$ cat src/rtl/softmax_pkg.sv
// Softmax shared definitions
package softmax_pkg;

  // ====================================================================
  // Widths
  // ====================================================================
  localparam int coef_w    = 4;
  localparam int term_w    = 16;
  localparam int max_nodes = 16;

  // Counts run 1 to max_nodes, so one extra bit
  localparam int node_w = $clog2(max_nodes) + 1;

  // Room for max_nodes terms of 2^(term_w-1)
  localparam int sum_w = term_w + $clog2(max_nodes) + 1;

  // Result format, one integer bit for the single node case
  localparam int woi     = 1;
  localparam int wof     = 15;
  localparam int alpha_w = woi + wof;

  // Input register plus one stage per quotient bit
  localparam int div_latency = alpha_w + 1;

  // ====================================================================
  // Types
  // ====================================================================
  typedef logic [coef_w-1:0]  coef_t;
  typedef logic [term_w-1:0]  term_t;
  typedef logic [alpha_w-1:0] alpha_t;

  // One record per subgraph
  typedef struct packed {
    logic [node_w-1:0] num_node;
    logic [sum_w-1:0]  sum;
  } sum_rec_t;

endpackage

$ cat src/rtl/fxp_div_pipe.sv
// Pipelined restoring divider
module fxp_div_pipe (
  input  logic                          clk,
  input  logic                          rst_n,
  input  logic                          vld,
  input  softmax_pkg::term_t            dividend,
  input  logic [softmax_pkg::sum_w-1:0] divisor,
  output logic                          out_vld,
  output softmax_pkg::alpha_t           quotient
);

  localparam int nstage = softmax_pkg::div_latency;
  localparam int aw     = softmax_pkg::alpha_w;
  localparam int num_w  = softmax_pkg::term_w + softmax_pkg::wof;
  localparam int rem_w  = softmax_pkg::sum_w + 1;

  typedef logic [rem_w-1:0] rem_t;

  logic [num_w-1:0]              num;
  logic [nstage-1:0]             s_vld;
  rem_t                          s_rem  [0:nstage-1];
  logic [aw-1:0]                 s_low  [0:nstage-1];
  logic [softmax_pkg::sum_w-1:0] s_dvsr [0:nstage-1];
  softmax_pkg::alpha_t           s_quo  [0:nstage-1];
  rem_t                          trial  [0:aw-1];
  logic                          take   [0:aw-1];

  // Dividend scaled by 2^wof
  assign num = {dividend, {softmax_pkg::wof{1'b0}}};

  // ====================================================================
  // Bit stages
  // ====================================================================

  // Partial remainder shifted left with the next numerator bit
  for (genvar i = 0; i < aw; i++) begin : g_bit
    assign trial[i] = {s_rem[i][rem_w-2:0], s_low[i][aw-1]};
    assign take[i]  = (trial[i] >= rem_t'(s_dvsr[i]));
  end

  // Valid chain, one bit per stage
  always_ff @(posedge clk or negedge rst_n) begin
    if (!rst_n) begin
      s_vld <= '0;
    end else begin
      s_vld <= {s_vld[nstage-2:0], vld};
    end
  end

  always_ff @(posedge clk) begin
    // Input stage
    // Upper numerator bits stay below the divisor since each term
    // is part of its own group sum, so only aw quotient bits remain
    s_rem[0]  <= rem_t'(num[num_w-1:aw]);
    s_low[0]  <= num[aw-1:0];
    s_dvsr[0] <= divisor;
    s_quo[0]  <= '0;

    for (int i = 0; i < aw; i++) begin
      if (take[i]) begin
        s_rem[i+1] <= trial[i] - rem_t'(s_dvsr[i]);
      end else begin
        s_rem[i+1] <= trial[i];
      end
      s_low[i+1]  <= s_low[i] << 1;
      // Divisor travels with its item
      s_dvsr[i+1] <= s_dvsr[i];
      s_quo[i+1]  <= {s_quo[i][aw-2:0], take[i]};
    end
  end

  // ====================================================================
  // Result
  // ====================================================================
  assign out_vld  = s_vld[nstage-1];
  assign quotient = s_quo[nstage-1];

endmodule

$ cat src/rtl/node_count_table.sv
// Nodes per subgraph table
module node_count_table #(
  parameter  int num_groups = 8,
  localparam int grp_w      = (num_groups > 1) ? $clog2(num_groups) : 1
) (
  input  logic                           clk,
  input  logic                           rst_n,
  input  logic                           wr,
  input  logic [grp_w-1:0]               waddr,
  input  logic [softmax_pkg::node_w-1:0] wdata,
  input  logic [grp_w-1:0]               raddr,
  output logic [softmax_pkg::node_w-1:0] rdata
);

  logic [softmax_pkg::node_w-1:0] entry [0:num_groups-1];

  // Writes beyond num_groups are dropped
  always_ff @(posedge clk or negedge rst_n) begin
    if (!rst_n) begin
      for (int i = 0; i < num_groups; i++) begin
        entry[i] <= '1;
      end
    end else if (wr && (int'(waddr) < num_groups)) begin
      entry[waddr] <= wdata;
    end
  end

  // Read in the same cycle as the address
  assign rdata = entry[raddr];

endmodule

$ cat src/rtl/pow2_accum.sv
// Power-of-two term and subgraph sum
module pow2_accum (
  input  logic                          clk,
  input  logic                          rst_n,
  input  softmax_pkg::coef_t            coef,
  input  logic                          acc_en,
  input  logic                          acc_first,
  output softmax_pkg::term_t            term,
  output logic [softmax_pkg::sum_w-1:0] sum_next
);

  typedef logic [softmax_pkg::sum_w-1:0] sum_t;

  sum_t sum_q;
  sum_t base;

  // ====================================================================
  // Term
  // ====================================================================

  // Exact for every exponent up to term_w-1
  assign term = softmax_pkg::term_t'(1) << coef;

  // ====================================================================
  // Running sum
  // ====================================================================

  // First node of a group restarts from zero
  assign base     = acc_first ? '0 : sum_q;
  assign sum_next = base + sum_t'(term);

  always_ff @(posedge clk or negedge rst_n) begin
    if (!rst_n) begin
      sum_q <= '0;
    end else if (acc_en) begin
      sum_q <= sum_next;
    end
  end

endmodule

$ cat src/rtl/softmax_ctrl.sv
// Softmax control
module softmax_ctrl #(
  parameter  int num_groups = 8,
  localparam int grp_w      = (num_groups > 1) ? $clog2(num_groups) : 1
) (
  input  logic                           clk,
  input  logic                           rst_n,
  input  logic                           sm_en,
  input  logic                           coef_empty,
  input  logic [softmax_pkg::node_w-1:0] num_node,
  input  logic                           term_full,
  input  logic                           sum_full,
  input  logic                           sum_empty,
  input  softmax_pkg::sum_rec_t          sum_rec,
  input  logic                           alpha_full,
  output logic                           coef_rd,
  output logic [grp_w-1:0]               tbl_raddr,
  output logic                           acc_en,
  output logic                           acc_first,
  output logic                           term_push,
  output logic                           sum_push,
  output logic                           term_pop,
  output logic                           sum_pop,
  output logic                           div_vld,
  output logic [softmax_pkg::sum_w-1:0]  divisor
);

  typedef logic [softmax_pkg::node_w-1:0] node_t;
  typedef logic [grp_w-1:0]               grp_t;

  // Input side
  node_t in_cnt;
  grp_t  grp_idx;
  logic  in_last;

  // Output side
  node_t                         out_left;
  logic [softmax_pkg::sum_w-1:0] div_sum;
  logic                          grp_start;
  logic                          grp_cont;

  // ====================================================================
  // Coefficient side
  // ====================================================================

  // Stall upstream instead of dropping when a queue fills
  assign coef_rd   = sm_en && !coef_empty && !term_full && !sum_full;
  assign in_last   = ((in_cnt + node_t'(1)) == num_node);
  assign tbl_raddr = grp_idx;

  assign acc_en    = coef_rd;
  assign acc_first = (in_cnt == '0);
  assign term_push = coef_rd;
  // Record goes in together with the last term of the group
  assign sum_push  = coef_rd && in_last;

  always_ff @(posedge clk or negedge rst_n) begin
    if (!rst_n) begin
      in_cnt  <= '0;
      grp_idx <= '0;
    end else if (coef_rd) begin
      if (in_last) begin
        in_cnt <= '0;
        if (grp_idx == grp_t'(num_groups - 1)) begin
          grp_idx <= '0;
        end else begin
          grp_idx <= grp_idx + grp_t'(1);
        end
      end else begin
        in_cnt <= in_cnt + node_t'(1);
      end
    end
  end

  // ====================================================================
  // Divide side
  // ====================================================================

  // A waiting record means its terms are already queued
  assign grp_start = (out_left == '0) && !sum_empty && !alpha_full;
  assign grp_cont  = (out_left != '0) && !alpha_full;

  assign sum_pop  = grp_start;
  assign term_pop = grp_start || grp_cont;
  assign div_vld  = term_pop;

  // First term takes the sum straight from the queue head
  assign divisor = (out_left == '0) ? sum_rec.sum : div_sum;

  // Terms still to issue in the current group
  always_ff @(posedge clk or negedge rst_n) begin
    if (!rst_n) begin
      out_left <= '0;
    end else if (grp_start) begin
      out_left <= sum_rec.num_node - node_t'(1);
    end else if (grp_cont) begin
      out_left <= out_left - node_t'(1);
    end
  end

  always_ff @(posedge clk) begin
    if (grp_start) begin
      div_sum <= sum_rec.sum;
    end
  end

endmodule

$ cat src/rtl/softmax_top.sv
// Softmax normalizer top level
module softmax_top #(
  parameter  int num_groups  = 8,
  parameter  int queue_depth = 32,
  localparam int grp_w       = (num_groups > 1) ? $clog2(num_groups) : 1
) (
  input  logic                           clk,
  input  logic                           rst_n,
  input  logic                           sm_en,
  input  softmax_pkg::coef_t             coef_data,
  input  logic                           coef_empty,
  output logic                           coef_rd,
  input  logic                           tbl_wr,
  input  logic [grp_w-1:0]               tbl_addr,
  input  logic [softmax_pkg::node_w-1:0] tbl_data,
  output softmax_pkg::alpha_t            alpha_data,
  output logic                           alpha_wr,
  input  logic                           alpha_full
);

  logic [grp_w-1:0]               tbl_raddr;
  logic [softmax_pkg::node_w-1:0] num_node;
  logic                           acc_en;
  logic                           acc_first;
  softmax_pkg::term_t             term;
  logic [softmax_pkg::sum_w-1:0]  sum_next;

  // Queue controls
  logic                           term_push;
  logic                           term_pop;
  logic                           term_full;
  softmax_pkg::term_t             term_head;
  logic                           sum_push;
  logic                           sum_pop;
  logic                           sum_full;
  logic                           sum_empty;
  softmax_pkg::sum_rec_t          sum_rec_in;
  softmax_pkg::sum_rec_t          sum_rec;

  logic                           div_vld;
  logic [softmax_pkg::sum_w-1:0]  divisor;

  assign sum_rec_in.num_node = num_node;
  assign sum_rec_in.sum      = sum_next;

  softmax_ctrl #(.num_groups(num_groups)) u_ctrl (
    .clk(clk), .rst_n(rst_n), .sm_en(sm_en), .coef_empty(coef_empty),
    .num_node(num_node), .term_full(term_full), .sum_full(sum_full),
    .sum_empty(sum_empty), .sum_rec(sum_rec), .alpha_full(alpha_full),
    .coef_rd(coef_rd), .tbl_raddr(tbl_raddr), .acc_en(acc_en),
    .acc_first(acc_first), .term_push(term_push), .sum_push(sum_push),
    .term_pop(term_pop), .sum_pop(sum_pop), .div_vld(div_vld), .divisor(divisor)
  );

  node_count_table #(.num_groups(num_groups)) u_table (
    .clk(clk), .rst_n(rst_n), .wr(tbl_wr), .waddr(tbl_addr), .wdata(tbl_data),
    .raddr(tbl_raddr), .rdata(num_node)
  );

  pow2_accum u_accum (
    .clk(clk), .rst_n(rst_n), .coef(coef_data), .acc_en(acc_en),
    .acc_first(acc_first), .term(term), .sum_next(sum_next)
  );

  // ====================================================================
  // Buffer queues
  // ====================================================================
  sync_fifo #(.payload_t(softmax_pkg::term_t), .depth(queue_depth)) term_q (
    .clk(clk), .rst_n(rst_n), .din(term), .push(term_push), .pop(term_pop),
    .dout(term_head), .full(term_full), .empty()
  );

  sync_fifo #(.payload_t(softmax_pkg::sum_rec_t), .depth(queue_depth)) sum_q (
    .clk(clk), .rst_n(rst_n), .din(sum_rec_in), .push(sum_push), .pop(sum_pop),
    .dout(sum_rec), .full(sum_full), .empty(sum_empty)
  );

  // Results go straight to the downstream FIFO
  fxp_div_pipe u_div (
    .clk(clk), .rst_n(rst_n), .vld(div_vld), .dividend(term_head),
    .divisor(divisor), .out_vld(alpha_wr), .quotient(alpha_data)
  );

endmodule

$ cat src/rtl/sync_fifo.sv
// Show-ahead synchronous FIFO
module sync_fifo #(
  parameter type payload_t = logic [7:0],
  parameter int  depth     = 32
) (
  input  logic     clk,
  input  logic     rst_n,
  input  payload_t din,
  input  logic     push,
  input  logic     pop,
  output payload_t dout,
  output logic     full,
  output logic     empty
);

  localparam int ptr_w = (depth > 1) ? $clog2(depth) : 1;
  localparam int cnt_w = $clog2(depth + 1);

  payload_t         mem [0:depth-1];
  logic [ptr_w-1:0] wr_ptr;
  logic [ptr_w-1:0] rd_ptr;
  logic [cnt_w-1:0] count;
  logic             do_push;
  logic             do_pop;

  // Wrap at depth, which need not be a power of two
  function automatic logic [ptr_w-1:0] next_ptr(input logic [ptr_w-1:0] ptr);
    if (ptr == ptr_w'(depth - 1)) begin
      return '0;
    end
    return ptr + ptr_w'(1);
  endfunction

  assign do_push = push && !full;
  assign do_pop  = pop && !empty;
  assign full    = (count == cnt_w'(depth));
  assign empty   = (count == '0);

  // Head entry is visible before the pop
  assign dout = mem[rd_ptr];

  always_ff @(posedge clk) begin
    if (do_push) begin
      mem[wr_ptr] <= din;
    end
  end

  always_ff @(posedge clk or negedge rst_n) begin
    if (!rst_n) begin
      wr_ptr <= '0;
      rd_ptr <= '0;
      count  <= '0;
    end else begin
      if (do_push) begin
        wr_ptr <= next_ptr(wr_ptr);
      end
      if (do_pop) begin
        rd_ptr <= next_ptr(rd_ptr);
      end
      if (do_push && !do_pop) begin
        count <= count + cnt_w'(1);
      end else if (do_pop && !do_push) begin
        count <= count - cnt_w'(1);
      end
    end
  end

endmodule

$ cat config.mk
export PLATFORM = sky130hd
export DESIGN_NAME = softmax_top
export DESIGN_NICKNAME = d
export VERILOG_FILES = /design/src/rtl/softmax_pkg.sv /design/src/rtl/fxp_div_pipe.sv /design/src/rtl/node_count_table.sv /design/src/rtl/pow2_accum.sv /design/src/rtl/softmax_ctrl.sv /design/src/rtl/softmax_top.sv /design/src/rtl/sync_fifo.sv
export SDC_FILE = /design/constraint.sdc
export NUM_CORES = 2
export LEC_CHECK = 0
export BUFFER_PORTS_ARGS = -buffer_cell sky130_fd_sc_hd__buf_2
export CAP_MARGIN = 40
export CORE_MARGIN = 2
export CORE_UTILIZATION = 60
export CTS_CLUSTER_DIAMETER = 80
export DETAILED_ROUTE_END_ITERATION = 16
export PLACE_DENSITY_LB_ADDON = 0.3
export SYNTH_ARGS = -nofsm -noshare
export SYNTH_HDL_FRONTEND = slang
export SYNTH_SLANG_ARGS = --single-unit
$ cat constraint.sdc
create_clock -name clk -period 6.55 [get_ports clk]
set_input_delay 0.655 -clock clk [delete_from_list [all_inputs] [get_ports clk]]
set_output_delay 0.655 -clock clk [all_outputs]
set_load 0.005 [all_outputs]
Word level (Yosys, flattened, before mapping)
Memories as Yosys holds them, arrays and structs flattened.
Index checks and enable logic that the tools add are counted.
{ "totals": {"mem_count": 6, "elab_cells": 237, "mem_bits_rw": 2602, "register_bits": 144} }
{ "classes": {"n_lt_le_gt_ge": 19, "n_addsub": 29, "n_bitwise": 18, "reduce_logical": 36, "n_eq_ne": 8, "mux": 100, "shifts": 1} }
{ "mem_list": {"columns": ["name", "words", "width", "rd", "rd_ports_with_merged_regs", "write_ports", "line_no", "text"], "rows": [
  ["sum_q.mem", 32, 26, 1, 0, 1, "sync_fifo.sv:19", "payload_t mem [0:depth-1];"],
  ["term_q.mem", 32, 16, 1, 0, 1, "sync_fifo.sv:19", null],
  ["u_div.s_rem", 17, 22, 16, 0, 17, "fxp_div_pipe.sv:21", "rem_t s_rem [0:nstage-1];"],
  ["u_div.s_dvsr", 17, 21, 16, 0, 17, "fxp_div_pipe.sv:23", "logic [softmax_pkg::sum_w-1:0] s_dvsr [0:nstage-1];"],
  ["u_div.s_quo", 17, 16, 17, 0, 17, "fxp_div_pipe.sv:24", "softmax_pkg::alpha_t s_quo [0:nstage-1];"],
  ["u_div.s_low", 17, 15, 16, 0, 17, "fxp_div_pipe.sv:22", "logic [aw-1:0] s_low [0:nstage-1];"]
]} }
{ "ops": {"columns": ["op", "count"], "rows": [
  [">= comparator 22 x 21 -> 1 bit", 16],
  ["2-to-1 mux 22 bit", 16],
  ["subtractor 22 x 21 -> 22 bit", 16],
  ["2-to-1 mux 5 bit", 14],
  ["2-to-1 mux 1 bit", 60],
  ["2-to-1 mux 21 bit", 2],
  ["bitwise mux 40 bit", 1],
  ["adder 5 x 1 -> 5 bit, second input constant", 5],
  ["2-to-1 mux 6 bit", 4],
  ["adder 21 x 16 -> 21 bit", 1],
  ["equality test 5 bit, second input constant", 4],
  ["logical AND 1 bit", 16],
  ["bitwise OR 1 bit", 16],
  ["left shift 1 x 4 -> 16 bit, first input constant", 1],
  ["binary-select mux 5 bit (select 3 bit)", 1],
  ["demux 5 bit (select 3 bit)", 1],
  ["adder 6 x 1 -> 6 bit, second input constant", 2],
  ["equality test 6 bit, second input constant", 2],
  ["logical NOT 6 bit", 2],
  ["subtractor 6 x 1 -> 6 bit, second input constant", 2],
  ["logical NOT 1 bit", 10],
  ["logical NOT 5 bit", 2],
  ["subtractor 5 x 1 -> 5 bit, second input constant", 2],
  [">= comparator 4 bit, second input constant", 2],
  ["other kinds (10)", 13]
]} }

Logic depth before layout (Yosys ltp)
{ "logic_depth": {"word_depth": 11, "depth_mapped": 19} }

Hierarchy
A second synthesis with hierarchy kept.
{ "unflattened": {"hier_cells": 6840, "area_unflattened_um2": 95147.5} }
{ "by_module_without_submodules": {"columns": ["module", "cells_each", "n_inst", "area_each_um2"], "rows": [
  ["fxp_div_pipe", 3795, 1, 35945.7],
  ["sync_fifo (sum_q)", 1508, 1, 32683.8],
  ["sync_fifo (term_q)", 985, 1, 20647.3],
  ["pow2_accum", 248, 1, 2073.2],
  ["node_count_table", 106, 1, 1934.4],
  ["softmax_ctrl", 198, 1, 1863.0]
]} }

Least setup slack after synthesis
OpenSTA, ideal clock, no wires.
{ "synth_path": {"path_type": "input-to-reg", "from": "input port coef_data[1]", "to": "memory sum_q.mem[0][18] (netlist name) (data pin)", "t_arrival_ns": 5.608, "setup_time_ns": 0.351, "path_slack_ns": 0.591, "stages": 12, "cell_sequence": "nor4_1 ha_1 fa_1 a21o_1 a21oi_1 or4b_1 o211a_1 o21bai_1 a311oi_1 nand3b_1 xnor2_1 nor2_1"} }
{ "synth_via": {"elab_chain_len": 2} }
{ "synth_rtl": {"columns": ["item", "line_no", "text"], "rows": [
  ["start, declared", "softmax_top.sv:10", "input softmax_pkg::coef_t coef_data,"],
  ["left shift 1 x 4 -> 16 bit", "pow2_accum.sv:22", "assign term = softmax_pkg::term_t'(1) << coef;"],
  ["adder 21 x 16 -> 21 bit", "pow2_accum.sv:30", "assign sum_next = base + sum_t'(term);"],
  ["named net sum_next, one bit", "softmax_top.sv:26", "logic [softmax_pkg::sum_w-1:0] sum_next;"],
  ["end, declared", "sync_fifo.sv:19", null]
]} }
The timed path passes the listed nets, and every way through them passes these cells.

Worst setup path after layout
{ "layout_path": {"from": "register u_ctrl.grp_idx[0] (netlist: u_ctrl.tbl_raddr[0])", "to": "register sum_q.count[5]"} }
{ "layout_via": {"elab_chain_len": 10, "elab_cells_between_ends": 12} }
{ "layout_rtl": {"columns": ["item", "line_no", "text"], "rows": [
  ["start, declared", "softmax_ctrl.sv:33", "grp_t grp_idx;"],
  ["start signal, assigned", "softmax_ctrl.sv:67", "grp_idx <= grp_idx + grp_t'(1);"],
  ["inverter 3 -> 4 bit (implied by the code) (*)", "node_count_table.sv:29", "assign rdata = entry[raddr];"],
  ["binary-select mux 5 bit (select 3 bit) (*)", "node_count_table.sv:29", null],
  ["2-to-1 mux 5 bit (implied by the code) (*) (2 in a row)", "node_count_table.sv:29", null],
  ["named net num_node, one bit", "softmax_top.sv:22", "logic [softmax_pkg::node_w-1:0] num_node;"],
  ["equality test 5 bit (*)", "softmax_ctrl.sv:48", "assign in_last = ((in_cnt + node_t'(1)) == num_node);"],
  ["logical AND 1 bit (*)", "softmax_ctrl.sv:55", "assign sum_push = coef_rd && in_last;"],
  ["logical AND 1 bit (*)", "sync_fifo.sv:34", "assign do_push = push && !full;"],
  ["logical NOT 1 bit", "sync_fifo.sv:62", "end else if (do_pop && !do_push) begin"],
  ["logical AND 1 bit", "sync_fifo.sv:62", null],
  ["nonzero test 2 bit (no line)", null, null],
  ["end signal, assigned", "sync_fifo.sv:61", "count <= count + cnt_w'(1);"],
  ["end signal, assigned", "sync_fifo.sv:63", "count <= count - cnt_w'(1);"],
  ["end, declared", "sync_fifo.sv:22", "logic [cnt_w-1:0] count;"]
]} }
Mark *: on every way through the listed nets, which the timed path passes. The rest lies on a longest branch. The select of a mux whose other input is x is not followed.
A chain may end at the register's enable or synchronous reset.

==> results.yml <==
sta:
  hold_violations: 0
  tightest_slew_ns: 0.918
  report.final.slew_viol_count: 0
  maxSlewHeadroom: 0.387
  setup_violations: 0
  rsz0062_at_grt: "false"
  setup_slack_ns: 1.28
  fin_setup_tns_ns: 0
  hold_ws_ns: 0.125
  finalCriticalPeriod_ns: 5.27
  fin_skew_ns: 0.0507
  fin_crit_sh: 0.805
  clock.fmax_mhz: 190
clock_network:
  clk_latency_ns: 0.84
  cts.clk_slew.worst_paths_ns: 0.06
  clock-sinks: 2291
  htree_num_levels: 4
  numCtsBuffers: 219
  cts-root-buf: "clkbuf_16"
  cts.repair.resized: 0
  cts_tree: "built"
  post-cts-setup-buffers: 0
  clk_path_buf_depth: 3
hold_path:
  hp-class: "in2reg"
setup_path:
  required_ns: 7.28
  critPathSlowestCell: "dfrtp_1"
  critPathCaptureType: "register"
  cp_max_fo: 43
  max_stage_delay_ns: 0.83
  arrival_ns: 6.00
  setup.worst_path.start_class: "register"
  crit_type: "reg2reg"
  path_cells: "mux4_2 -> mux2_2 -> xor2_1 -> nand3_1 -> o21ai_2 -> nand4_4 -> nor2_4 -> ha_1 -> inv_1 -> ha_1 -> a21o_1 -> a21oi_1 -> o21bai_1 -> a21oi_1 -> xnor2_1 -> nor2_1 -> xor2_1"
global_routing:
  grt_use_total: 0.270
  grt_pass1_vias: 54800
  grt_first_pass_wirelength_um: 327000
  grt_start_max_net_pins: 126
  antenna_found_initial: 5
  overflow: 0
floorplanning:
  start_util: 0.604
  core_area_um2: 156000
  die_area_um2: 160000
  die_w_um: 400
  fp.dieH_um: 400
  rows: 145
  io_pins: 36
cells_and_area:
  finalNetCount: 6943
  final_cell_area_um2: 106000
  fillers: 10100
  drive_gt1_frac: 0.211
  syn2layout_area_growth_pct: 12.6
  final_common_cell: "edfxtp_1"
  final_cell_mix: "1365 x edfxtp_1, 803 x dfxtp_1, 439 x inv_1"
drt:
  via_count: 54100
  via_per_inst: 6.16
  wire_per_inst_um: 24.4
  final_antenna_net_count: 0
  wirelength_um: 214000
  drc: 0
  firstDrtPassIters: 6
  first_iter_violations: 5484
synthesis:
  yosys-top-cells-area: "edfxtp_1 44%, dfxtp_1 17%, mux4_2 9.7%"
  synth-seq-cells: 2291
  synth_top_area_frac: 0.435
  ys_async_sr_fraction: 0.0537
  syn_area_um2: 94200
  synth_edf_count: 1365
  ys_seq_area_frac: 0.639
  synth_ff_type: "edfxtp_1"
  synth_top_cell_by_area: "edfxtp_1"
  yosysWarnings: 0
  syn_nets: 6715
  netlist_instances: 6304
  ys_types: 99
  avgSynthCellArea_um2: 14.9
pwr:
  ir_drop_uv: 327
  p_leak_nw: 40.3
  power_density_nw_per_um2: 490
  p_total_mw: 52.0
placed_design:
  io_buffer_count: 35
  place_congestion: 0.892
  placed_cell_area_um2: 98600
  place_ws_ns: 1.38
  hpwl_um: 135000
flow_run:
  cap_violations: 0
run_status:
  status: "finished, final reports clean"
[cells in the mapped netlist, types with 14 or more instances]
cell and instances:
nand4_1 40, nor2b_1 49, o21bai_1 32, nand2_1 242
edfxtp_1 1365, o21ai_1 15, fa_1 18, and3_1 73
mux4_2 407, clkbuf_1 103, or3_1 19, o31ai_1 19
xnor2_1 177, nor3b_1 14, a21oi_1 317, o211ai_1 21
o21a_1 60, o21ai_0 193, nand2b_1 43, nand3_1 54
mux2i_1 46, inv_1 439, mux2_2 270, a21o_1 130
and2_1 32, ha_1 375, dfstp_2 40, dfxtp_1 803
nor2_1 267, a31oi_1 32, a211oi_1 18, mux2_4 16
xor2_1 91, nor4_1 19, buf_2 49, dfrtp_1 83
buf_1 29, nor3_1 90
[sequential cells by signal, indices dropped and copies added (netlist names), 3 cells and up]
signal / cells
u_div.s_vld: 17
u_div.s_dvsr: 336
term_q.mem: 512
sum_q.wr_ptr: 5
u_div.s_quo: 136
u_table.entry: 40
term_q.wr_ptr: 5
term_q.count: 6
u_ctrl.div_sum: 21
u_ctrl.out_left: 5
u_ctrl.tbl_raddr: 3
sum_q.count: 6
u_ctrl.in_cnt: 5
u_accum.sum_q: 21
u_div.s_rem: 330
sum_q.rd_ptr: 5
term_q.rd_ptr: 5
sum_q.mem: 832
[cell type report]
cell class | count | area, um2 | share of cell area
diodes | 3 | 7.51 | 0.0000708
clock buffers | 285 | 6050 | 0.0570
clock inverters | 127 | 1380 | 0.0130
inverters | 440 | 1650 | 0.0156
multi-input cells | 3388 | 31900 | 0.301
flip-flops and latches | 2291 | 60200 | 0.568
well taps | 2058 | 2570 | 0.0243
repair buffers | 192 | 2230 | 0.0211
[worst max-delay path, delay by kind of cell (launching register included)]
kind / cells / cell delay (ns)
buf+inv: 1 / 0.13
simple gates: 4 / 1.10
fa+ha+maj: 2 / 0.63
mux: 2 / 1.10
xor+xnor: 3 / 0.60
flops: 1 / 0.83
compound gates: 5 / 0.75
[per-stage QoR]
step                       util  std cells
after floorplan               -       6304
after global placement    0.623       8300
after detailed placement  0.632       8368
after CTS                 0.679       8781
after global routing      0.679       8781
final                     0.680       8784
[per-layer routing]
metal | GRT usage | routed length [um]
met5 | 0 | 49
met4 | 0.0998 | 7690
met3 | 0.0543 | 17800
met2 | 0.454 | 106000
met1 | 0.349 | 82400
[worst paths after layout]
check,start,endpoint,slack [ns],depth (start not counted)
worst max-delay path,u_ctrl.tbl_raddr[0],sum_q.count[5],1.28,17
min in group asynchronous,rst_n,u_div.s_vld[8],0.22,2
worst max register to register,u_ctrl.tbl_raddr[0],sum_q.count[5],1.28,17
worst min-delay path,alpha_full,u_ctrl.out_left[2],0.12,3
worst min register to register,u_div.s_quo[0][96],u_div.s_quo[0][113],0.30,0
max in group asynchronous,rst_n,term_q.rd_ptr[1],4.92,4
[repair_timing]
item | CTS | global route
hold endpoints to repair | 53 | 0
endpoints found under the setup margin | 0 | 0
hold buffers | 1 | 0
[power breakdown]
part	internal, mW	switching (mW)
clock	7.47	5.43
sequential	18.3	1.42
combinational	9.07	10.3
total	34.9	17.1
[cells by family after synthesis]
family,Yosys count,share of synthesized area
compound gates,978,0.0661
mux,739,0.137
flops,2291,0.639
simple gates,1010,0.0532
xor+xnor,268,0.0249
fa+ha+maj,393,0.0537
buf+inv,625,0.0258
Power figures use the tool's default switching activity.
